[src/verilog/mult_pkg.sv]
// Operator and high-multiply state encodings
// Width constants shared by the subword multiplier
package mult_pkg;

  ////////////////////////////////////////////////////////////
  // Widths
  ////////////////////////////////////////////////////////////

  // Full data word
  localparam int DATA_W = 32;
  // One subword lane
  localparam int HALF_W = 16;
  // Shift immediate
  localparam int IMM_W = 5;

  // Right shift applied in STEP0 and STEP2 of the high multiply
  localparam int MULH_SHIFT = 16;

  ////////////////////////////////////////////////////////////
  // Encodings
  ////////////////////////////////////////////////////////////

  // Multiplier operator codes as issued by the decoder
  typedef enum logic [2:0] {
    MUL_MAC32 = 3'b000,
    MUL_MSU32 = 3'b001,
    MUL_I     = 3'b010,
    MUL_IR    = 3'b011,
    MUL_DOT8  = 3'b100,
    MUL_DOT16 = 3'b101,
    MUL_H     = 3'b110
  } mult_op_e;

  // High-multiply sequencer states
  typedef enum logic [2:0] {
    IDLE,
    STEP0,
    STEP1,
    STEP2,
    FINISH
  } mulh_state_e;

endpackage

[src/verilog/int_mac_unit.sv]
// 32-bit multiply-accumulate and multiply-subtract
`timescale 1ns/1ps

module int_mac_unit (
  input  mult_pkg::mult_op_e          operator_i,
  input  logic [mult_pkg::DATA_W-1:0] op_a_i,
  input  logic [mult_pkg::DATA_W-1:0] op_b_i,
  input  logic [mult_pkg::DATA_W-1:0] op_c_i,
  output logic [mult_pkg::DATA_W-1:0] int_result_o
);
  import mult_pkg::*;

  logic              is_msu;
  // A inverted for subtract
  logic [DATA_W-1:0] op_a_msu;
  // B added back to complete the negation
  logic [DATA_W-1:0] op_b_msu;

  assign is_msu = (operator_i == MUL_MSU32);

  ////////////////////////////////////////////////////////////
  // C - A*B rewritten as C + (~A)*B + B
  ////////////////////////////////////////////////////////////

  assign op_a_msu = op_a_i ^ {DATA_W{is_msu}};
  assign op_b_msu = op_b_i & {DATA_W{is_msu}};

  // Low word only, sign does not matter
  assign int_result_o = op_c_i + op_b_msu + op_a_msu * op_b_i;

endmodule

[config.mk]
export PLATFORM = sky130hd
export DESIGN_NAME = int_mac_unit
export DESIGN_NICKNAME = d
export VERILOG_FILES = /design/src/verilog/mult_pkg.sv /design/src/verilog/int_mac_unit.sv
export SDC_FILE = /design/constraint.sdc
export NUM_CORES = 1
export LEC_CHECK = 0
export BUFFER_PORTS_ARGS = -buffer_cell sky130_fd_sc_hd__buf_4
export CORE_MARGIN = 3
export CORE_UTILIZATION = 40
export DETAILED_ROUTE_END_ITERATION = 10
export GPL_TIMING_DRIVEN = 0
export SLEW_MARGIN = 25
export SYNTH_ARGS = -nofsm -noshare
export SYNTH_HDL_FRONTEND = slang
export SYNTH_SLANG_ARGS = --single-unit
[constraint.sdc]
create_clock -name vclk -period 17.15
set_clock_uncertainty 0.05 [all_clocks]
set_input_delay 0.8575 -clock vclk [all_inputs]
set_output_delay 0.8575 -clock vclk [all_outputs]
set_load 0.03 [all_outputs]
==> PnR_summary.wiki <==
{| class="wikitable"
! Metric !! Value
|-
| Result of the run || complete, no violations
|-
| Number of failing setup endpoints in the final timing report || 0
|-
| Met3 global-route usage || 3.94%
|-
| Footprint of the flip-flops and latches || 0 µm²
|-
| Area of the core || 45,500 µm²
|-
| Grt peak-use layer || met2
|-
| Register area share after synthesis || 0%
|-
| Final hold viol count || 0
|-
| Detail-routed net length per standard cell || 20.8 µm
|-
| Worst-path fanout max || 10
|-
| Detailed-route DRC error count || 0
|-
| Via count || 13.7k
|-
| Number of nets with antenna violations after detailed routing || 0
|-
| Worst-margin pin slew || 1160 ps
|-
| Initial Utilization || 40.6%
|-
| Count of buffers added by post-CTS timing repair for setup || 0
|-
| Share of cells above drive strength 1 || 6.99%
|-
| Slowest-stage cell, CP || sky130_fd_sc_hd__a2111oi_2
|-
| Average size of a mapped cell || 8.96 µm²
|-
| 1st-iter DRT viols || 814
|-
| Commonest cells after routing, fill and taps aside || sky130_fd_sc_hd__inv_1, sky130_fd_sc_hd__fa_1, sky130_fd_sc_hd__and2_1, sky130_fd_sc_hd__nand2_1, sky130_fd_sc_hd__ha_1
|-
| Number of instances in the synthesized netlist || 2,061
|-
| Slowest cell delay on critical path || 830 ps
|-
| Critical path arrival || 11,460 ps
|-
| Unrepaired setup endpoints after global routing || false
|-
| Minimum period implied by the final worst setup slack || 12,370 ps
|-
| Startpoint of the lowest-slack hold path || op_c_i[0]
|-
| Launching element of the worst setup path || operator_i[1]
|-
| Worst max-slew margin expressed relative to the limit || 22.7%
|-
| Die boundary height || 221 µm
|-
| Buffering stage count on the worst path with inverters included || 9
|-
| Final weighted congestion in routability-driven placement || 0.942
|-
| Die width || 221 µm
|-
| Final core utilization || 44.4%
|-
| Critical Setup Path Class || in -> out
|-
| Fraction of met1 tracks used by global routing || 31.7%
|-
| Die Outline Area || 48,800 µm²
|-
| Clock buf count || 0
|-
| HPWL after detailed placement || 50,400 µm
|-
| Max capacitance violation total || 0
|-
| Maximum operating frequency || 80.8 MHz
|-
| Maximum number of pins on one net before global-route repair || 11
|-
| Setup Total Neg Slack || 0 ps
|-
| Synth-to-layout area growth || 9.47%
|-
| Share of the clock period used by the worst path after layout || 72.1%
|-
| Number of antenna violations at the first check in global routing || 5
|-
| IO Port Bufs || 127
|-
| Net Count, Synth || 2,760
|-
| Hold Buf Count CTS || 0
|-
| Total count of max-transition violations in the final report || 0
|-
| Number of warning messages in the yosys log || 0
|-
| Via-per-instance ratio || 4.91
|-
| Count of unique library cells instantiated by Yosys || 45
|-
| Wire length of the first global-routing pass || 89,900 µm
|-
| Vias in the first global route || 15.2k
|-
| Seq_cells || 0
|-
| Routing usage on met2 || 41.4%
|-
| Cell Rows || 78
|-
| Congestion Overflow GR || 0
|-
| Overall fraction of global-route tracks in use || 24.2%
|-
| Dominant delay contributor by cell family on the critical path || adder cells
|-
| Critical path launch point type || primary input
|-
| Iteration count of the initial detailed-routing pass || 5
|-
| Number of resized instances in the post-cts repair step || 0
|-
| Most common cell after layout, fill and taps aside || sky130_fd_sc_hd__inv_1
|-
| Total wire length || 57,900 µm
|-
| Total Nets Final || 2,890
|-
| Data required time of the worst path || 16,240 ps
|-
| Crit end category || output pin
|-
| Most repeated library cell on the critical path || sky130_fd_sc_hd__fa_1
|-
| Num ports || 131
|-
| Min-delay worst type || in -> out
|-
| Cell Area, Synth || 18,500 µm²
|}
-- layer usage --
metal,vias up,share of wire (%)
met1,7067,41
met5,-,0
met2,460,48
met4,0,3.8
li1,6104,-
met3,65,7.1
-- synthesized netlist by cell type, drive strengths merged --
cell / number / share of area [%]
a211o: 1 / 0.047
fa: 467 / 51
a21o: 12 / 0.49
nand2b: 6 / 0.20
o21a: 3 / 0.12
o211a: 1 / 0.054
xor2: 19 / 0.90
buf: 6 / 0.30
o31ai: 1 / 0.041
o21ba: 1 / 0.054
nor4: 1 / 0.034
o21bai: 8 / 0.33
and4: 1 / 0.047
o22ai: 1 / 0.034
xnor2: 101 / 5.5
a211oi: 3 / 0.12
or2: 1 / 0.034
o2111ai: 1 / 0.047
a221oi: 1 / 0.047
xnor3: 2 / 0.24
nor3b: 3 / 0.15
and2: 302 / 10
a21boi: 2 / 0.081
nor2: 13 / 0.26
o41ai: 2 / 0.095
or3b: 1 / 0.047
ha: 133 / 9.0
a21oi: 20 / 0.54
inv: 539 / 11
a2111oi: 1 / 0.081
o211ai: 12 / 0.49
a31oi: 2 / 0.068
nand3: 1 / 0.027
nand2: 236 / 4.8
o21ai: 24 / 0.65
nand4: 1 / 0.034
nor2b: 36 / 1.2
clkbuf: 92 / 1.9
nor3: 4 / 0.11
-- worst paths after layout --
kind,to,cells past startpoint
setup / recovery,int_result_o[31],30
hold / removal,int_result_o[0],4
-- through the flow --
stage,instances,setup slack (ps),area [µm²],hold slack (ps)
after detailed placement,2788,4710,20200,2180
after global placement,2788,4580,20200,2170
after floorplan,2061,7640,18500,2060
after global routing,2790,4270,20200,2190
after CTS,2788,4710,20200,2180
final,2792,4780,20200,2160
-- kinds of logic after synthesis --
group,after synthesis,synth area share [%]
xor gates and xnor gates,122,6.63
and+or+nand+nor,606,17.2
adders and majority gates,600,59.7
AOI/OAI and AO/OA,96,3.39
buffers and inverters,637,13.1
-- final cells by class --
cell class	count	area [µm²]
inverter	539	2020
timing repair buffer	128	968
fill	4572	25300
buffer	98	404
tap	600	751
antenna	3	7.51
multi-input combinational	1424	16100
