`src/verilog/mult_pkg.sv`:
```
// Operator and high-multiply state encodings
// Width constants shared by the subword multiplier
package mult_pkg;

  ////////////////////////////////////////////////////////////
  // Widths
  ////////////////////////////////////////////////////////////

  // Full data word
  localparam int DATA_W = 32;
  // One subword lane
  localparam int HALF_W = 16;
  // Shift immediate
  localparam int IMM_W = 5;

  // Right shift applied in STEP0 and STEP2 of the high multiply
  localparam int MULH_SHIFT = 16;

  ////////////////////////////////////////////////////////////
  // Encodings
  ////////////////////////////////////////////////////////////

  // Multiplier operator codes as issued by the decoder
  typedef enum logic [2:0] {
    MUL_MAC32 = 3'b000,
    MUL_MSU32 = 3'b001,
    MUL_I     = 3'b010,
    MUL_IR    = 3'b011,
    MUL_DOT8  = 3'b100,
    MUL_DOT16 = 3'b101,
    MUL_H     = 3'b110
  } mult_op_e;

  // High-multiply sequencer states
  typedef enum logic [2:0] {
    IDLE,
    STEP0,
    STEP1,
    STEP2,
    FINISH
  } mulh_state_e;

endpackage

```
`src/verilog/dot_mac_unit.sv`:
```
// 8-bit and 16-bit dot products with accumulation
`timescale 1ns/1ps

module dot_mac_unit (
  input  logic [mult_pkg::DATA_W-1:0] op_a_i,
  input  logic [mult_pkg::DATA_W-1:0] op_b_i,
  input  logic [mult_pkg::DATA_W-1:0] op_c_i,
  input  logic [1:0]                  dot_signed_i,
  output logic [mult_pkg::DATA_W-1:0] dot8_result_o,
  output logic [mult_pkg::DATA_W-1:0] dot16_result_o
);
  import mult_pkg::*;

  // Byte lanes with one sign bit
  logic [DATA_W/8-1:0][8:0]       char_a;
  logic [DATA_W/8-1:0][8:0]       char_b;
  logic [DATA_W/8-1:0][17:0]      char_mul;
  // Halfword lanes with one sign bit
  logic [DATA_W/HALF_W-1:0][HALF_W:0]   half_a;
  logic [DATA_W/HALF_W-1:0][HALF_W:0]   half_b;
  logic [DATA_W/HALF_W-1:0][DATA_W+1:0] half_mul;

  ////////////////////////////////////////////////////////////
  // Lane products
  ////////////////////////////////////////////////////////////

  // Bit 1 signs A, bit 0 signs B
  for (genvar i = 0; i < DATA_W / 8; i++) begin : g_char
    assign char_a[i]   = {dot_signed_i[1] & op_a_i[8*i+7], op_a_i[8*i +: 8]};
    assign char_b[i]   = {dot_signed_i[0] & op_b_i[8*i+7], op_b_i[8*i +: 8]};
    assign char_mul[i] = $signed(char_a[i]) * $signed(char_b[i]);
  end

  for (genvar i = 0; i < DATA_W / HALF_W; i++) begin : g_half
    assign half_a[i]   = {dot_signed_i[1] & op_a_i[HALF_W*i+HALF_W-1], op_a_i[HALF_W*i +: HALF_W]};
    assign half_b[i]   = {dot_signed_i[0] & op_b_i[HALF_W*i+HALF_W-1], op_b_i[HALF_W*i +: HALF_W]};
    assign half_mul[i] = $signed(half_a[i]) * $signed(half_b[i]);
  end

  ////////////////////////////////////////////////////////////
  // Reduction onto the accumulator
  ////////////////////////////////////////////////////////////

  always_comb begin
    dot8_result_o = op_c_i;
    // Byte products sign-extended to the word
    for (int i = 0; i < DATA_W / 8; i++) begin
      dot8_result_o = dot8_result_o + DATA_W'($signed(char_mul[i]));
    end
  end

  always_comb begin
    dot16_result_o = op_c_i;
    // Only the low word of each product reaches the result
    for (int i = 0; i < DATA_W / HALF_W; i++) begin
      dot16_result_o = dot16_result_o + half_mul[i][DATA_W-1:0];
    end
  end

endmodule

```
`config.mk`:
```
export PLATFORM = sky130hd
export DESIGN_NAME = dot_mac_unit
export DESIGN_NICKNAME = d
export VERILOG_FILES = /design/src/verilog/mult_pkg.sv /design/src/verilog/dot_mac_unit.sv
export SDC_FILE = /design/constraint.sdc
export NUM_CORES = 2
export LEC_CHECK = 0
export BUFFER_PORTS_ARGS = -buffer_cell sky130_fd_sc_hd__buf_2
export CAP_MARGIN = 20
export CORE_ASPECT_RATIO = 0.6
export CORE_UTILIZATION = 40
export DETAILED_ROUTE_END_ITERATION = 8
export SLEW_MARGIN = 10
export SYNTH_ARGS = -nofsm -noshare
export SYNTH_HDL_FRONTEND = slang
export SYNTH_SLANG_ARGS = --single-unit
export TNS_END_PERCENT = 5
```
`constraint.sdc`:
```
create_clock -name vclk -period 11.2
set_clock_uncertainty 0.1 [all_clocks]
set_input_delay 0.56 -clock vclk [all_inputs]
set_output_delay 0.56 -clock vclk [all_outputs]
set_load 0.01 [all_outputs]
```
==> impl_results.html <==
<table>
<tr><th>Metric</th><th>Value</th></tr>
<tr><th colspan="2">Placed design</th></tr>
<tr><td>Routability Congestion</td><td>~0.91</td></tr>
<tr><td>Instance area after placement</td><td>about 0.038 mm²</td></tr>
<tr><td>Number of buffers added on ports</td><td>approximately 160</td></tr>
<tr><td>HPWL reported at the end of detailed placement</td><td>just under 90,000 µm</td></tr>
<tr><th colspan="2">Timing</th></tr>
<tr><td>Setup Viol. Count Final</td><td>0</td></tr>
<tr><td>Final Max Tran Viols</td><td>0</td></tr>
<tr><td>Min Clock Period, post-route</td><td>between 10,000 and 15,000 ps</td></tr>
<tr><td>Setup_tns</td><td>0 ps</td></tr>
<tr><td>Worst rel slew slack</td><td>roughly two fifths</td></tr>
<tr><td>Fraction of the cycle the final worst path needs</td><td>95.4%</td></tr>
<tr><td>Transition time of the tightest slew-check pin</td><td>a little over 900 ps</td></tr>
<tr><td>RSZ-0062 raised after global routing</td><td>no</td></tr>
<tr><td>Maximum clock frequency</td><td>93.6 MHz</td></tr>
<tr><td>Final hold violation count</td><td>0</td></tr>
<tr><th colspan="2">Detailed routing</th></tr>
<tr><td>Via count</td><td>approximately 25k</td></tr>
<tr><td>Routed length per placed instance</td><td>approximately 19 µm</td></tr>
<tr><td>Length of the first detailed-routing pass in iterations</td><td>5</td></tr>
<tr><td>Drt via density</td><td>between 4 and 5</td></tr>
<tr><td>Antenna Nets Post-Route</td><td>0</td></tr>
<tr><td>Routed wire length</td><td>roughly 97,000 µm</td></tr>
<tr><td>DRC violation count after routing</td><td>0</td></tr>
<tr><td>Initial DRC count</td><td>1,575</td></tr>
<tr><th colspan="2">Layout</th></tr>
<tr><td>Synthesis-to-finish area growth</td><td>6.52%</td></tr>
<tr><td>Area of combinational cells with multiple inputs</td><td>about 0.031 mm²</td></tr>
<tr><td>Fin nets</td><td>5,386</td></tr>
<tr><td>Number of filler cells placed in the layout</td><td>between 8k and 9k</td></tr>
<tr><td>Design area</td><td>around 0.038 mm²</td></tr>
<tr><td>Final core occ</td><td>~43%</td></tr>
<tr><td>Clock buffer count in the final layout</td><td>0</td></tr>
<tr><td>Share of cells above drive strength 1</td><td>6.49%</td></tr>
<tr><td>Area of all sequential standard cells</td><td>0 µm²</td></tr>
<tr><td>Seq_cells</td><td>0</td></tr>
<tr><th colspan="2">Critical path</th></tr>
<tr><td>Kind of launch point of the worst setup path</td><td>input pin</td></tr>
<tr><td>Required @ worst endpoint</td><td>10,540 ps</td></tr>
<tr><td>WP data arrival</td><td>10,020 ps</td></tr>
<tr><td>Most prevalent standard cell on the critical path</td><td>fa_1</td></tr>
<tr><td>Crit path capture type</td><td>output port</td></tr>
<tr><td>Maximum fanout count along the critical path</td><td>17</td></tr>
<tr><td>Cell at the slowest stage of the critical path</td><td>fa_1</td></tr>
<tr><td>Critical path type</td><td>input pin to output port</td></tr>
<tr><td>Critical path's largest stage delay</td><td>~550 ps</td></tr>
<tr><th colspan="2">Floorplanning</th></tr>
<tr><td>Initial standard-cell utilization of the core</td><td>a little over 40%</td></tr>
<tr><td>Y dimension of the die</td><td>approximately 230 µm</td></tr>
<tr><td>Die W</td><td>approximately 390 µm</td></tr>
<tr><td>Die outline area</td><td>0.0914 mm²</td></tr>
<tr><td>Row Count</td><td>84</td></tr>
<tr><td>Total I/O pin count</td><td>162</td></tr>
<tr><td>Area of the core region</td><td>roughly 0.088 mm²</td></tr>
<tr><th colspan="2">Yosys</th></tr>
<tr><td>Part of the Yosys area used for sequential elements</td><td>0%</td></tr>
<tr><td>Cell types occupying the most area after synthesis</td><td>fa_1 54%, ha_1 13%, inv_1 12%</td></tr>
<tr><td>Synthesized netlist net count</td><td>roughly 5.3k</td></tr>
<tr><td>Most frequently used cell type in the post-synthesis netlist</td><td>inv_1</td></tr>
<tr><td>Count of synthesis-stage warnings from yosys</td><td>0</td></tr>
<tr><td>Cell count after synthesis</td><td>approximately 3.8k</td></tr>
<tr><td>Yosys top cell by area</td><td>fa_1</td></tr>
<tr><td>Number of distinct library cells after synthesis</td><td>54</td></tr>
<tr><td>Netlist area before placement</td><td>between 0.03 and 0.04 mm²</td></tr>
<tr><td>Avg Inst Size Synth</td><td>9.47 µm²</td></tr>
<tr><td>Area share of the leading cell type in the synthesized netlist</td><td>between 50% and 60%</td></tr>
<tr><td>Most numerous cell types in the synthesized netlist</td><td>1,173 x inv_1, 977 x fa_1, 381 x ha_1</td></tr>
<tr><th colspan="2">GRT</th></tr>
<tr><td>Vias in the first global route</td><td>approximately 26k</td></tr>
<tr><td>Global-route wire length before repair</td><td>roughly 150,000 µm</td></tr>
<tr><td>GRT Overall Usage</td><td>between 20% and 30%</td></tr>
<tr><td>Largest net degree at the start of global routing</td><td>26</td></tr>
<tr><td>Initial antenna violation count</td><td>4</td></tr>
<tr><td>Grt ovf</td><td>0</td></tr>
<tr><th colspan="2">Outcome</th></tr>
<tr><td>Run status</td><td>complete, no violations</td></tr>
<tr><th colspan="2">Run</th></tr>
<tr><td>Max Cap Viol</td><td>0</td></tr>
<tr><th colspan="2">Worst hold path</th></tr>
<tr><td>Type of the most critical hold path</td><td>input pin to output port</td></tr>
<tr><th colspan="2">Clock tree</th></tr>
<tr><td>Number of hold buffers added after cts</td><td>0</td></tr>
</table>
-- timing repair --
item / CTS / global route
buffers inserted: 0 / 0
setup endpoints to repair: 0 / 1
gates resized for setup: 0 / 1
-- per-stage QoR --
step           instances  hold WS [ps]  worst slack [ps]
6_report            5135          1510               517
3_5_place_dp        5132          1500               626
3_3_place_gp        5132          1500               763
5_1_grt             5134          1550              76.7
2_1_floorplan       3807          1290              1500
4_1_cts             5132          1510               596
-- worst max-delay path, delay by kind of cell --
| family | cells | cell delay, ps |
|---|---|---|
| fa+ha+maj | 10 | 4540 |
| compound gates | 8 | 2080 |
| buf+inv | 7 | 1030 |
| xor+xnor | 4 | 900 |
| simple gates | 4 | 890 |
-- cell families after synthesis --
logic type | after synthesis | synth area share, %
compound gates | 235 | 4.24
xor+xnor | 173 | 4.31
fa+ha+maj | 1358 | 67.5
buf+inv | 1259 | 13.1
simple gates | 782 | 10.9
-- layout by cell type, fill, tap and decap left out, drive strengths merged, types with 24 or more instances in the layout --
| cell type | instances |
|---|---|
| o21ai | 39 |
| fa | 977 |
| and3 | 24 |
| a21oi | 78 |
| buf | 207 |
| and2 | 270 |
| nand2 | 305 |
| nor2 | 69 |
| or2 | 37 |
| a21o | 28 |
| xor2 | 27 |
| ha | 381 |
| xnor2 | 145 |
| o21a | 25 |
| inv | 1173 |
-- cell type report --
cell class,instances,area share [%]
inverter,1173,11.5
multi-input combinational,2548,81.6
antenna,3,0.0195
timing repair buffer,207,2.99
tap,1204,3.92
-- routing by layer --
metal	up-vias	share of wire (%)	GRT usage, %
met1	12700	49	34.6
met4	2	1.6	2.90
met2	629	44	34.0
met5	-	0.017	0
li1	11200	-	-
met3	73	5.1	1.50
-- path summary, 6_finish.rpt --
check / from / endpoint / slack, ps / depth (start not counted)
max: op_b_i[1] / dot8_result_o[31] / 520 / 33
min: op_c_i[0] / dot16_result_o[0] / 1510 / 4
