## config.mk

```make
export PLATFORM = sky130hd
export DESIGN_NAME = mulh_ctrl_flat
export DESIGN_NICKNAME = d
export VERILOG_FILES = /design/src/verilog/mult_pkg.sv /design/src/verilog/mulh_step_if.sv /design/src/verilog/mulh_ctrl.sv /design/src/flat_wrapper.sv
export SDC_FILE = /design/constraint.sdc
export NUM_CORES = 1
export LEC_CHECK = 0
export ABC_AREA = 1
export BUFFER_PORTS_ARGS = -buffer_cell sky130_fd_sc_hd__buf_4
export CORE_AREA = 2 2 39 41
export CTS_BUF_LIST = sky130_fd_sc_hd__clkbuf_8
export DETAILED_ROUTE_END_ITERATION = 8
export DIE_AREA = 0 0 41 43
export MAX_ROUTING_LAYER = met4
export PLACE_DENSITY = 0.49
export REMOVE_ABC_BUFFERS = 1
export SLEW_MARGIN = 20
export SYNTH_ARGS = -nofsm -noshare
export SYNTH_HDL_FRONTEND = slang
export SYNTH_SLANG_ARGS = --single-unit
export TNS_END_PERCENT = 5
```

## constraint.sdc

```tcl
create_clock -name clk -period 2.8 [get_ports clk]
set_clock_uncertainty 0.2 [all_clocks]
set_input_delay 0.42 -clock clk [delete_from_list [all_inputs] [get_ports clk]]
set_output_delay 0.42 -clock clk [all_outputs]
set_load 0.005 [all_outputs]
```

## src/verilog/mult_pkg.sv

```systemverilog
// Operator and high-multiply state encodings
// Width constants shared by the subword multiplier
package mult_pkg;

  ////////////////////////////////////////////////////////////
  // Widths
  ////////////////////////////////////////////////////////////

  // Full data word
  localparam int DATA_W = 32;
  // One subword lane
  localparam int HALF_W = 16;
  // Shift immediate
  localparam int IMM_W = 5;

  // Right shift applied in STEP0 and STEP2 of the high multiply
  localparam int MULH_SHIFT = 16;

  ////////////////////////////////////////////////////////////
  // Encodings
  ////////////////////////////////////////////////////////////

  // Multiplier operator codes as issued by the decoder
  typedef enum logic [2:0] {
    MUL_MAC32 = 3'b000,
    MUL_MSU32 = 3'b001,
    MUL_I     = 3'b010,
    MUL_IR    = 3'b011,
    MUL_DOT8  = 3'b100,
    MUL_DOT16 = 3'b101,
    MUL_H     = 3'b110
  } mult_op_e;

  // High-multiply sequencer states
  typedef enum logic [2:0] {
    IDLE,
    STEP0,
    STEP1,
    STEP2,
    FINISH
  } mulh_state_e;

endpackage

```

## src/verilog/mulh_step_if.sv

```systemverilog
// Step controls and carry between the high-multiply FSM and the subword datapath
`timescale 1ns/1ps

interface mulh_step_if;
  import mult_pkg::*;

  // High multiply in a step or in FINISH
  logic             active;
  mulh_state_e      state;
  // Step shift amount
  logic [IMM_W-1:0] imm;
  // Half select, bit 0 for A and bit 1 for B
  logic [1:0]       subword;
  logic [1:0]       signed_sel;
  logic             shift_arith;
  // Stored carry, top bit of operand C
  logic             carry_q;
  // Bit 32 of the accumulate sum
  logic             mac_carry;

  modport ctrl (
    output active, state, imm, subword, signed_sel, shift_arith, carry_q,
    input  mac_carry
  );

  modport dp (
    input  active, state, imm, subword, signed_sel, shift_arith, carry_q,
    output mac_carry
  );

endinterface

```

## src/verilog/mulh_ctrl.sv

```systemverilog
// High-multiply FSM with the carry register
// Drives the ready and multicycle outputs
`timescale 1ns/1ps

module mulh_ctrl (
  input  logic               clk,
  input  logic               rst_n,
  input  logic               enable_i,
  input  mult_pkg::mult_op_e operator_i,
  input  logic [1:0]         short_signed_i,
  input  logic               ex_ready_i,
  mulh_step_if.ctrl          step,
  output logic               ready_o,
  output logic               multicycle_o
);
  import mult_pkg::*;

  mulh_state_e state_q;
  mulh_state_e state_d;
  // Store the accumulate carry at the end of this step
  logic        save;
  // Saved carry forced to zero
  logic        clear_carry;
  logic        carry_q;

  ////////////////////////////////////////////////////////////
  // Step sequencing
  ////////////////////////////////////////////////////////////

  always_comb begin
    state_d          = state_q;
    step.active      = 1'b1;
    step.imm         = '0;
    step.subword     = 2'b00;
    step.signed_sel  = 2'b00;
    step.shift_arith = 1'b0;
    ready_o          = 1'b0;
    multicycle_o     = 1'b0;
    save             = 1'b0;
    clear_carry      = 1'b0;

    case (state_q)
      IDLE: begin
        step.active = 1'b0;
        ready_o     = 1'b1;
        // Start only on a high multiply
        if (enable_i && (operator_i == MUL_H)) begin
          ready_o = 1'b0;
          state_d = STEP0;
        end
      end

      STEP0: begin
        // AL x BL, both unsigned, never overflows
        multicycle_o = 1'b1;
        step.imm     = IMM_W'(MULH_SHIFT);
        state_d      = STEP1;
      end

      STEP1: begin
        // AL x BH, signed only if B is signed
        multicycle_o     = 1'b1;
        step.signed_sel  = {short_signed_i[1], 1'b0};
        step.subword     = 2'b10;
        step.shift_arith = 1'b1;
        // 33-bit result, keep bit 32 as sign extension
        save             = 1'b1;
        state_d          = STEP2;
      end

      STEP2: begin
        // AH x BL, signed only if A is signed
        multicycle_o     = 1'b1;
        step.signed_sel  = {1'b0, short_signed_i[0]};
        step.subword     = 2'b01;
        step.imm         = IMM_W'(MULH_SHIFT);
        step.shift_arith = 1'b1;
        // Upper bits shifted back in, carry not needed afterwards
        save             = 1'b1;
        clear_carry      = 1'b1;
        state_d          = FINISH;
      end

      FINISH: begin
        // AH x BH gives the high word
        step.signed_sel = short_signed_i;
        step.subword    = 2'b11;
        ready_o         = 1'b1;
        // Hold until the pipeline takes the result
        if (ex_ready_i) begin
          state_d = IDLE;
        end
      end

      default: state_d = IDLE;
    endcase
  end

  ////////////////////////////////////////////////////////////
  // State and carry registers
  ////////////////////////////////////////////////////////////

  always_ff @(posedge clk or negedge rst_n) begin
    if (!rst_n) begin
      state_q <= IDLE;
      carry_q <= 1'b0;
    end else begin
      state_q <= state_d;
      if (save) begin
        carry_q <= ~clear_carry & step.mac_carry;
      end else if (ex_ready_i) begin
        // Next instruction starts with a clean carry
        carry_q <= 1'b0;
      end
    end
  end

  assign step.state   = state_q;
  assign step.carry_q = carry_q;

endmodule

```

## src/flat_wrapper.sv

```systemverilog
// flat-port wrapper written by rule: the top's interface ports become plain ports
module mulh_ctrl_flat import mult_pkg::*;
  (clk, rst_n, enable_i, operator_i, short_signed_i, ex_ready_i, ready_o, multicycle_o, step_active, step_state, step_imm, step_subword, step_signed_sel, step_shift_arith, step_carry_q, step_mac_carry);
  mulh_step_if step_i ();
  input  logic clk;
  input  logic rst_n;
  input  logic enable_i;
  input  mult_pkg::mult_op_e operator_i;
  input  logic [1:0] short_signed_i;
  input  logic ex_ready_i;
  output logic ready_o;
  output logic multicycle_o;
  output wire logic [$bits(step_i.active)-1:0] step_active;
  output wire logic [$bits(step_i.state)-1:0] step_state;
  output wire logic [$bits(step_i.imm)-1:0] step_imm;
  output wire logic [$bits(step_i.subword)-1:0] step_subword;
  output wire logic [$bits(step_i.signed_sel)-1:0] step_signed_sel;
  output wire logic [$bits(step_i.shift_arith)-1:0] step_shift_arith;
  output wire logic [$bits(step_i.carry_q)-1:0] step_carry_q;
  input wire logic [$bits(step_i.mac_carry)-1:0] step_mac_carry;
  assign step_active = step_i.active;
  assign step_state = step_i.state;
  assign step_imm = step_i.imm;
  assign step_subword = step_i.subword;
  assign step_signed_sel = step_i.signed_sel;
  assign step_shift_arith = step_i.shift_arith;
  assign step_carry_q = step_i.carry_q;
  assign step_i.mac_carry = step_mac_carry;
  mulh_ctrl u_core (.clk(clk), .rst_n(rst_n), .enable_i(enable_i), .operator_i(operator_i), .short_signed_i(short_signed_i), .ex_ready_i(ex_ready_i), .step(step_i), .ready_o(ready_o), .multicycle_o(multicycle_o));
endmodule
```

==> flow_metrics.py <==
metrics = {
    "logic_synthesis": {
        "postSynthCellCount": 42,
        "yosysSeqAreaShare": 0.348,
        "yosysWarningCount": 0,
        "ys_ff_latch": 4,
        "yosysTopAreaCell": "dfrtp_1",
        "avgSynthCellArea_um2": 6.85,
        "yosysUniqueCellTypes": 13,
        "syn_area_um2": 288,
        "yosys-top-cells-area": "dfrtp_1 (35%), nand2_1 (16%), buf_4 (10%)",
        "yosysTopAreaCellShare": 0.348,
    },
    "floorplanning": {
        "dieArea_mm2": 0.00176,
        "boundaryPins": 27,
        "die_width_um": 41,
        "row_count": 14,
        "initial_core_util": 0.208,
        "coreArea_mm2": 0.00138,
        "die_h_um": 43,
    },
    "setup_path": {
        "crit_type": "reg2out",
        "critPathMaxStageDelay_ps": 420,
        "end_kind": "output port",
        "crit_fanout": 7,
        "arrival_ps": 1270,
        "critPathSlowestCell": "dfrtp_1",
        "start_kind": "flip-flop",
        "cp.required_ps": 2180,
        "crit_chain": "nor2_1, nand2_1, a21boi_2, buf_4",
    },
    "global_route": {
        "overflow": 0,
        "grt_max_degree": 8,
        "grt_pass1_wl_um": 1030,
        "grt_usage": 0.0937,
        "grt_pass1_vias": 291,
        "antenna_found_initial": 0,
    },
    "placement": {
        "dp_hpwl_um": 584,
        "place_inst": 79,
        "io_buffers": 22,
        "place_area_um2": 454,
        "routabilityCongestion": 0.726,
    },
    "cts": {
        "insertion_delay_ps": 220,
        "cts.sinks": 4,
        "cts_buffer_depth": 2,
        "htree_levels": 1,
        "clk_pin_slew_ps": 30,
        "cts_tree": "yes",
        "cts_root_buffer": "clkbuf_8",
        "cts_buffers": 3,
    },
    "route": {
        "ant_nets": 0,
        "wirelength_um": 702,
        "vias": 330,
        "wl_per_cell_um": 8.46,
        "vias_per_cell": 3.98,
        "drt_iter0_markers": 5,
        "drt-pass1-iter-count": 4,
        "drc": 0,
    },
    "final_layout": {
        "final_layout_size_suffix_gt1_frac": 0.448,
        "stdcell_count": 83,
        "final_util": 0.365,
        "fillCellCount": 149,
        "nets": 79,
        "multi_input_area_um2": 143,
        "area_delta_synth_final_pct": 75.7,
        "ff_latch_area_um2": 100,
        "num_antenna_cells": 0,
        "finalInstanceArea_um2": 505,
    },
    "sta": {
        "holdWs_ps": 285,
        "slew_violations": 0,
        "final_hold_viol_count": 0,
        "fin_crit_sh": 0.674,
        "fin_crit_ps": 1890,
        "fmax_ghz": 0.530,
        "rsz0062_at_grt": "no",
        "setup_tns_ps": 0,
        "finalSetupViolCount": 0,
    },
    "power_and_ir_drop": {
        "leakagePower_nw": 0.309,
        "p_per_area_mw_per_mm2": 1140,
        "ir_drop_mv": 0.638,
    },
    "job": {
        "cap_violations": 0,
    },
    "worst_hold_path": {
        "hold_path.class": "in2reg",
    },
    "outcome": {
        "status": "complete, no violations",
    },
}
what timing repair did:
action | in CTS | in global routing
buffers inserted | 0 | 0
endpoints found under the hold margin | 4 | 0
hold buffers | 1 | 0
resized for setup | 0 | 0
endpoints found under the setup margin | 0 | 0
per-stage QoR:
stage / setup WS [ps] / power, W
6_report: 912 / 0.000576
5_1_grt: 788 / 0.000628
4_1_cts: 892 / 0.000588
3_5_place_dp: 1120 / 0.000463
3_3_place_gp: 1150 / 0.000467
2_1_floorplan: 1300 / 0.000265
worst max-delay path, delay by kind of cell, from the launching register on:
family / cells / cell delay, ps
flops: 1 / 420
simple gates: 2 / 350
compound gates: 1 / 160
buf+inv: 1 / 110
worst paths after layout:
check	from	end	slack, ps	depth (start not counted)
hold / removal	step_mac_carry	u_core.step.carry_q	280	3
setup reg to reg	u_core.step.state[2]	u_core.step.state[0]	1590	6
hold reg to reg	u_core.step.carry_q	u_core.step.carry_q	350	2
max in group asynchronous	rst_n	u_core.step.state[1]	1960	2
min in group asynchronous	rst_n	u_core.step.state[2]	340	2
setup / recovery	u_core.step.state[1]	step_signed_sel[1]	910	4
sequential cells by signal (all words and copies together) (netlist names):
signal               cells
u_core.step.carry_q      1
u_core.step.state        3
synth_stat cells:
cell / instances
nand2_2: 1
a21boi_2: 2
o21ai_0: 1
dfrtp_1: 4
nand2_1: 12
inv_2: 1
nand3_1: 3
nor2_1: 5
nand4_1: 1
inv_1: 6
buf_4: 4
conb_1: 1
o21ai_2: 1
where the power goes:
| part | switching, W | internal, W |
|---|---|---|
| clock | 0.0000285 | 0.0000915 |
| sequential | 0.0000333 | 0.0000862 |
| combinational | 0.000154 | 0.000182 |
| total | 0.000216 | 0.000360 |
final cells by class:
class | count | share of cell area
Multi-Input combinational cell | 30 | 0.282
Tap cell | 16 | 0.0396
Clock buffer | 3 | 0.0817
Timing Repair Buffer | 23 | 0.347
Inverter | 7 | 0.0520
Sequential cell | 4 | 0.198
routing by layer:
| layer | GRT usage | part of all wire | wire length [um] |
|---|---|---|---|
| met1 | 0.0871 | 0.42 | 297 |
| met2 | 0.131 | 0.44 | 307 |
| met3 | 0.0681 | 0.12 | 82 |
| met4 | 0.0600 | 0.020 | 14 |
| met5 | - | 0 | 0 |
cell usage in the layout (no fill, tap or decap):
master,instances
a21boi_2,2
buf_4,22
clkbuf_8,3
conb_1,4
dfrtp_1,4
dlygate4sd3_1,1
inv_1,6
inv_2,1
nand2_1,12
nand2_2,1
nand3_1,3
nand4_1,1
nor2_1,5
o21ai_0,1
o21ai_2,1
logic make-up (layout without fill, tap and decap cells):
logic type             Yosys count  after routing  share of synthesized area
flip-flops                       4              4                      0.348
AO/OA/AOI/OAI                    4              4                      0.126
buffers and inverters           11             33                      0.196
other                            1              4                     0.0130
AND/OR/NAND/NOR                 22             22                      0.317
(Power assumes the default switching activity.)
