<file path="config.mk">
export PLATFORM = sky130hd
export DESIGN_NAME = short_mac_unit_flat
export DESIGN_NICKNAME = d
export VERILOG_FILES = /design/src/verilog/mult_pkg.sv /design/src/verilog/mulh_step_if.sv /design/src/verilog/short_mac_unit.sv /design/src/flat_wrapper.sv
export SDC_FILE = /design/constraint.sdc
export NUM_CORES = 1
export LEC_CHECK = 0
export BUFFER_PORTS_ARGS = -buffer_cell sky130_fd_sc_hd__buf_2
export CAP_MARGIN = 40
export CELL_PAD_IN_SITES_DETAIL_PLACEMENT = 1
export CELL_PAD_IN_SITES_GLOBAL_PLACEMENT = 2
export CORE_ASPECT_RATIO = 0.8
export CORE_MARGIN = 4
export CORE_UTILIZATION = 39
export DETAILED_ROUTE_END_ITERATION = 10
export HOLD_SLACK_MARGIN = 0.12
export PLACE_DENSITY_LB_ADDON = 0.1
export SLEW_MARGIN = 20
export SYNTH_ARGS = -nofsm -noshare
export SYNTH_HDL_FRONTEND = slang
export SYNTH_SLANG_ARGS = --single-unit
export TNS_END_PERCENT = 50
</file>
<file path="constraint.sdc">
create_clock -name clk -period 16.47 [get_ports clk]
set_input_delay 3.294 -clock clk [delete_from_list [all_inputs] [get_ports clk]]
set_output_delay 3.294 -clock clk [all_outputs]
set_load 0.03 [all_outputs]
</file>
<file path="src/verilog/mult_pkg.sv">
// Operator and high-multiply state encodings
// Width constants shared by the subword multiplier
package mult_pkg;

  ////////////////////////////////////////////////////////////
  // Widths
  ////////////////////////////////////////////////////////////

  // Full data word
  localparam int DATA_W = 32;
  // One subword lane
  localparam int HALF_W = 16;
  // Shift immediate
  localparam int IMM_W = 5;

  // Right shift applied in STEP0 and STEP2 of the high multiply
  localparam int MULH_SHIFT = 16;

  ////////////////////////////////////////////////////////////
  // Encodings
  ////////////////////////////////////////////////////////////

  // Multiplier operator codes as issued by the decoder
  typedef enum logic [2:0] {
    MUL_MAC32 = 3'b000,
    MUL_MSU32 = 3'b001,
    MUL_I     = 3'b010,
    MUL_IR    = 3'b011,
    MUL_DOT8  = 3'b100,
    MUL_DOT16 = 3'b101,
    MUL_H     = 3'b110
  } mult_op_e;

  // High-multiply sequencer states
  typedef enum logic [2:0] {
    IDLE,
    STEP0,
    STEP1,
    STEP2,
    FINISH
  } mulh_state_e;

endpackage

</file>
<file path="src/verilog/mulh_step_if.sv">
// Step controls and carry between the high-multiply FSM and the subword datapath
`timescale 1ns/1ps

interface mulh_step_if;
  import mult_pkg::*;

  // High multiply in a step or in FINISH
  logic             active;
  mulh_state_e      state;
  // Step shift amount
  logic [IMM_W-1:0] imm;
  // Half select, bit 0 for A and bit 1 for B
  logic [1:0]       subword;
  logic [1:0]       signed_sel;
  logic             shift_arith;
  // Stored carry, top bit of operand C
  logic             carry_q;
  // Bit 32 of the accumulate sum
  logic             mac_carry;

  modport ctrl (
    output active, state, imm, subword, signed_sel, shift_arith, carry_q,
    input  mac_carry
  );

  modport dp (
    input  active, state, imm, subword, signed_sel, shift_arith, carry_q,
    output mac_carry
  );

endinterface

</file>
<file path="src/verilog/short_mac_unit.sv">
// 16-bit subword multiply-accumulate with rounding and right shift
// Holds the partial result between high-multiply steps
`timescale 1ns/1ps

module short_mac_unit (
  input  logic                        clk,
  input  logic                        rst_n,
  input  mult_pkg::mult_op_e          operator_i,
  input  logic [mult_pkg::DATA_W-1:0] op_a_i,
  input  logic [mult_pkg::DATA_W-1:0] op_b_i,
  input  logic [mult_pkg::DATA_W-1:0] op_c_i,
  input  logic [mult_pkg::IMM_W-1:0]  imm_i,
  input  logic                        short_subword_i,
  input  logic [1:0]                  short_signed_i,
  mulh_step_if.dp                     step,
  output logic [mult_pkg::DATA_W-1:0] short_result_o
);
  import mult_pkg::*;

  // Operands carry one extra sign bit
  logic [HALF_W:0]   mac_op_a;
  logic [HALF_W:0]   mac_op_b;
  logic [DATA_W:0]   mac_op_c;
  logic [DATA_W+1:0] mac_mul;
  logic [DATA_W+1:0] mac_sum;
  logic [DATA_W-1:0] round_tmp;
  logic [DATA_W-1:0] round_val;
  logic [DATA_W+1:0] shifted;
  // Step result fed back as accumulator
  logic [DATA_W-1:0] partial_q;
  logic [IMM_W-1:0]  sel_imm;
  logic [1:0]        sel_subword;
  logic [1:0]        sel_signed;
  logic              sel_arith;
  logic              sum_msb1;
  logic              sum_msb0;

  // Controls come from the FSM during the high multiply
  assign sel_imm     = step.active ? step.imm         : imm_i;
  assign sel_subword = step.active ? step.subword     : {2{short_subword_i}};
  assign sel_signed  = step.active ? step.signed_sel  : short_signed_i;
  assign sel_arith   = step.active ? step.shift_arith : short_signed_i[0];

  // Half the shift weight, only for the rounding variant
  assign round_tmp = DATA_W'(1) << imm_i;
  assign round_val = (operator_i == MUL_IR) ? {1'b0, round_tmp[DATA_W-1:1]} : '0;

  // Half select
  assign mac_op_a[HALF_W-1:0] = sel_subword[0] ? op_a_i[DATA_W-1:HALF_W] : op_a_i[HALF_W-1:0];
  assign mac_op_b[HALF_W-1:0] = sel_subword[1] ? op_b_i[DATA_W-1:HALF_W] : op_b_i[HALF_W-1:0];

  // Sign extension, bit 0 for A and bit 1 for B
  assign mac_op_a[HALF_W] = sel_signed[0] & mac_op_a[HALF_W-1];
  assign mac_op_b[HALF_W] = sel_signed[1] & mac_op_b[HALF_W-1];

  // Carry joined with the partial result while stepping
  assign mac_op_c = step.active ? {step.carry_q, partial_q} : {op_c_i[DATA_W-1], op_c_i};

  assign mac_mul = $signed(mac_op_a) * $signed(mac_op_b);
  assign mac_sum = $signed(mac_op_c) + $signed(mac_mul) + $signed(round_val);

  // Steps keep the 34-bit sum, plain ops extend from bit 31
  assign sum_msb1 = step.active ? mac_sum[DATA_W+1] : mac_sum[DATA_W-1];
  assign sum_msb0 = step.active ? mac_sum[DATA_W]   : mac_sum[DATA_W-1];

  assign shifted = $signed({sel_arith & sum_msb1, sel_arith & sum_msb0,
                            mac_sum[DATA_W-1:0]}) >>> sel_imm;

  assign short_result_o = shifted[DATA_W-1:0];
  assign step.mac_carry = mac_sum[DATA_W];

  // Partial register, cleared between operations
  always_ff @(posedge clk or negedge rst_n) begin
    if (!rst_n) begin
      partial_q <= '0;
    end else begin
      case (step.state)
        IDLE:                partial_q <= '0;
        STEP0, STEP1, STEP2: partial_q <= shifted[DATA_W-1:0];
        // FINISH keeps the last step so the result holds
        default:             partial_q <= partial_q;
      endcase
    end
  end

endmodule

</file>
<file path="src/flat_wrapper.sv">
// flat-port wrapper written by rule: the top's interface ports become plain ports
module short_mac_unit_flat import mult_pkg::*;
  (clk, rst_n, operator_i, op_a_i, op_b_i, op_c_i, imm_i, short_subword_i, short_signed_i, short_result_o, step_active, step_state, step_imm, step_subword, step_signed_sel, step_shift_arith, step_carry_q, step_mac_carry);
  mulh_step_if step_i ();
  input  logic clk;
  input  logic rst_n;
  input  mult_pkg::mult_op_e operator_i;
  input  logic [mult_pkg::DATA_W-1:0] op_a_i;
  input  logic [mult_pkg::DATA_W-1:0] op_b_i;
  input  logic [mult_pkg::DATA_W-1:0] op_c_i;
  input  logic [mult_pkg::IMM_W-1:0] imm_i;
  input  logic short_subword_i;
  input  logic [1:0] short_signed_i;
  output logic [mult_pkg::DATA_W-1:0] short_result_o;
  input wire logic [$bits(step_i.active)-1:0] step_active;
  input wire logic [$bits(step_i.state)-1:0] step_state;
  input wire logic [$bits(step_i.imm)-1:0] step_imm;
  input wire logic [$bits(step_i.subword)-1:0] step_subword;
  input wire logic [$bits(step_i.signed_sel)-1:0] step_signed_sel;
  input wire logic [$bits(step_i.shift_arith)-1:0] step_shift_arith;
  input wire logic [$bits(step_i.carry_q)-1:0] step_carry_q;
  output wire logic [$bits(step_i.mac_carry)-1:0] step_mac_carry;
  assign step_i.active = step_active;
  assign step_i.state = step_state;
  assign step_i.imm = step_imm;
  assign step_i.subword = step_subword;
  assign step_i.signed_sel = step_signed_sel;
  assign step_i.shift_arith = step_shift_arith;
  assign step_i.carry_q = step_carry_q;
  assign step_mac_carry = step_i.mac_carry;
  short_mac_unit u_core (.clk(clk), .rst_n(rst_n), .operator_i(operator_i), .op_a_i(op_a_i), .op_b_i(op_b_i), .op_c_i(op_c_i), .imm_i(imm_i), .short_subword_i(short_subword_i), .short_signed_i(short_signed_i), .step(step_i), .short_result_o(short_result_o));
endmodule
</file>
==> results.py <==
metrics = {
    "outcome": {
        "status": "finished, final reports clean",
    },
    "yosys": {
        "synth.largest_area_cell": "fa_1",
        "ys_async_sr_fraction_pct": 100,
        "netlist_instances": 2176,
        "avgSynthCellArea_sq_um": 8.55,
        "syn_nets": 2776,
        "synth.distinct_cells": 96,
        "synth_warnings": 0,
        "synthFlopType": "dfrtp_1",
        "yosysTopAreaCellShare_pct": 39.7,
        "synth_seq_cells": 32,
        "synth_edf_count": 0,
        "yosys-top-cells-area": "fa_1 40%, inv_1 7.6%, ha_1 7.2%",
        "yosysSeqAreaShare_pct": 4.30,
        "netlist_area_sq_um": 18600,
    },
    "cells_and_area": {
        "syn_to_final_growth_pct": 10.9,
        "reg.largest.list": "u_core.partial_q (32)",
        "fillers": 5636,
        "largest_reg_flops": 32,
        "n_antenna_cell": 0,
        "largest_register": "u_core.partial_q",
        "final_cell_area_sq_um": 20600,
        "drive_gt1_share_pct": 15.2,
        "fin_nets": 2916,
    },
    "global_routing": {
        "grt_max_degree": 50,
        "antenna_found_initial": 1,
        "grt_overflow": 0,
        "grt_util_all_layers_pct": 29.2,
        "grt_pass1_vias": 18100,
        "grt_first_pass_wirelength_um": 113000,
        "grt_use_met2_pct": 45.7,
        "use_met1_pct": 45.1,
        "use_met3_pct": 4.46,
        "busiest_layer": "met2",
    },
    "critical_path": {
        "critPathLaunchType": "input pin",
        "worstPathMaxFanout": 20,
        "crit_family": "adder cells",
        "critPathRequiredTime_ns": 13.18,
        "max_stage_delay_ns": 0.75,
        "crit_buf_inv": 7,
        "end_kind": "primary output",
        "path_class": "in2out",
        "crit_path_frequent_cell": "fa_1",
        "cpMaxStageDelayCell": "nor3_1",
        "critPathArrivalTime_ns": 12.79,
    },
    "routing": {
        "vias_per_cell": 5.70,
        "drtIter0Drc": 1288,
        "route.vias.total": 16700,
        "routed_wirelength_um": 74900,
        "post_drt_wl_per_cell_um": 25.5,
        "ant_nets": 0,
        "drtPass1Iterations": 5,
        "drcViolationCount": 0,
    },
    "cts": {
        "ctsHtreeMaxLevel": 2,
        "cts_buffers": 5,
        "clock-sinks": 32,
        "cts_setup_buffers": 0,
        "ctsHoldBuffers": 0,
        "cts_tree": "done",
        "cts_buffer_depth": 2,
        "path_clk_slew_ns": 0.06,
        "clock_latency_ns": 0.28,
        "cts-root-buf": "clkbuf_16",
        "cts_resized": 0,
    },
    "floorplan": {
        "rows": 71,
        "die_area_sq_um": 51300,
        "io_pins": 157,
        "start_util_pct": 39.5,
        "die_x_um": 252,
        "core_area_sq_um": 47100,
        "die_h_um": 203,
    },
    "sta": {
        "final-hold-violation-count": 0,
        "setup_tns_ns": 0,
        "rsz0062_at_grt": "no",
        "fin_crit_ns": 16.08,
        "setup_violations": 0,
        "drv_slew": 0,
        "relSlewSlack_pct": 39.5,
        "fmax_mhz": 62.2,
        "worst_pin_slew_ns": 0.901,
        "fin_skew_ns": 0.00612,
        "fin_crit_sh_pct": 97.6,
    },
    "placement": {
        "post_dp_cell_area_sq_um": 20400,
        "gp_congestion": 0.919,
        "port-buffer-count": 156,
        "place_hpwl_um": 65400,
    },
    "run": {
        "drv_cap": 0,
    },
    "min_path": {
        "min_path_type": "reg2reg",
    },
}
[routing by layer]
layer  wire [um]  vias up  share of wire, %
met2       33800      461                45
li1            -     7409                 -
met3        4930       14               6.6
met1       35900     8858                48
met4         246        0              0.33
met5           0        -                 0
[tightest hold or removal path: stages (launching register included)]
cell     delay [ns]
dfrtp_1        0.34
nand2_1        0.05
o31ai_1        0.06
[synth_stat cells, types with 7 or more instances]
cell,number
inv_1,378
fa_1,369
nand2_1,275
nor2_1,222
ha_1,107
clkbuf_1,77
mux2i_1,67
a21oi_1,66
mux2_2,59
o21ai_0,51
o211ai_1,39
dfrtp_1,32
nand3_1,32
a211oi_1,31
nor3_1,25
xnor2_1,22
a21o_1,20
and2_1,17
nand2b_1,17
a31oi_1,14
o221ai_1,13
and3_1,12
o31ai_1,12
buf_2,11
a211o_1,10
o22ai_1,10
buf_1,9
nand4_1,9
nand3b_1,7
o2111ai_1,7
o211a_1,7
o21ai_1,7
[path summary, 6_finish.rpt]
path | start | to | slack [ns] | depth (start not counted)
worst max-delay path | step_active | short_result_o[19] | 0.39 | 29
worst min-delay path | u_core.partial_q[5]$_DFFE_PN0P_ | u_core.partial_q[5]$_DFFE_PN0P_ | 0.49 | 2
worst max register to register | u_core.partial_q[16]$_DFFE_PN0P_ | u_core.partial_q[19]$_DFFE_PN0P_ | 9.07 | 20
worst min register to register | u_core.partial_q[5]$_DFFE_PN0P_ | u_core.partial_q[5]$_DFFE_PN0P_ | 0.49 | 2
max in group asynchronous | rst_n | u_core.partial_q[4]$_DFFE_PN0P_ | 13.08 | 2
min in group asynchronous | rst_n | u_core.partial_q[31]$_DFFE_PN0P_ | 2.95 | 1
[per-stage QoR]
stage	cells	hold slack [ns]	util, %	setup WS [ns]
after floorplan	2176	0.443	-	0.380
after global placement	2920	0.463	43.3	0.605
after detailed placement	2925	0.470	43.4	0.564
after CTS	2933	0.485	43.7	0.532
after global routing	2937	0.509	43.8	0.0591
final	2937	0.489	43.8	0.389
[kinds of logic after synthesis]
kind of cell	synth area share [%]
AND/OR/NAND/NOR	15.5
buffers and inverters	9.80
adder cells (fa/ha/maj)	46.9
AO/OA/AOI/OAI	14.8
multiplexers	7.30
flip-flops	4.30
XOR/XNOR	1.47
[cells in the final DEF, fill, tap and decap left out, drive strengths merged, types with 6 or more instances in the layout]
cell,instances
and2,19
or3,7
a2111oi,12
a211oi,34
nor2,223
fa,369
o311ai,7
o21ai,61
a21o,20
dfrtp,32
ha,107
o31ai,13
inv,378
a31o,6
a21oi,67
xor2,6
o22ai,12
o221ai,13
nand3b,7
mux2,59
o2111ai,7
clkbuf,9
and3,13
o211ai,39
mux2i,67
xnor2,23
nand3,32
buf,230
nand2,276
a31oi,14
nand2b,17
a211o,10
o211a,7
nand4,10
nor3,27
nor4,7
[final cells by class]
type / count / area, sq um / share of cell area [%]
multi-input cells: 1666 / 16100 / 77.9
repair buffers: 233 / 1400 / 6.80
inverters: 378 / 1420 / 6.88
clock inverters: 2 / 35.0 / 0.170
clock buffers: 6 / 129 / 0.625
well taps: 620 / 776 / 3.76
flip-flops and latches: 32 / 801 / 3.88
Power is left out: the tool's default activity adds up to more than one toggle a clock period on the data nets, which glitch-free logic cannot reach.
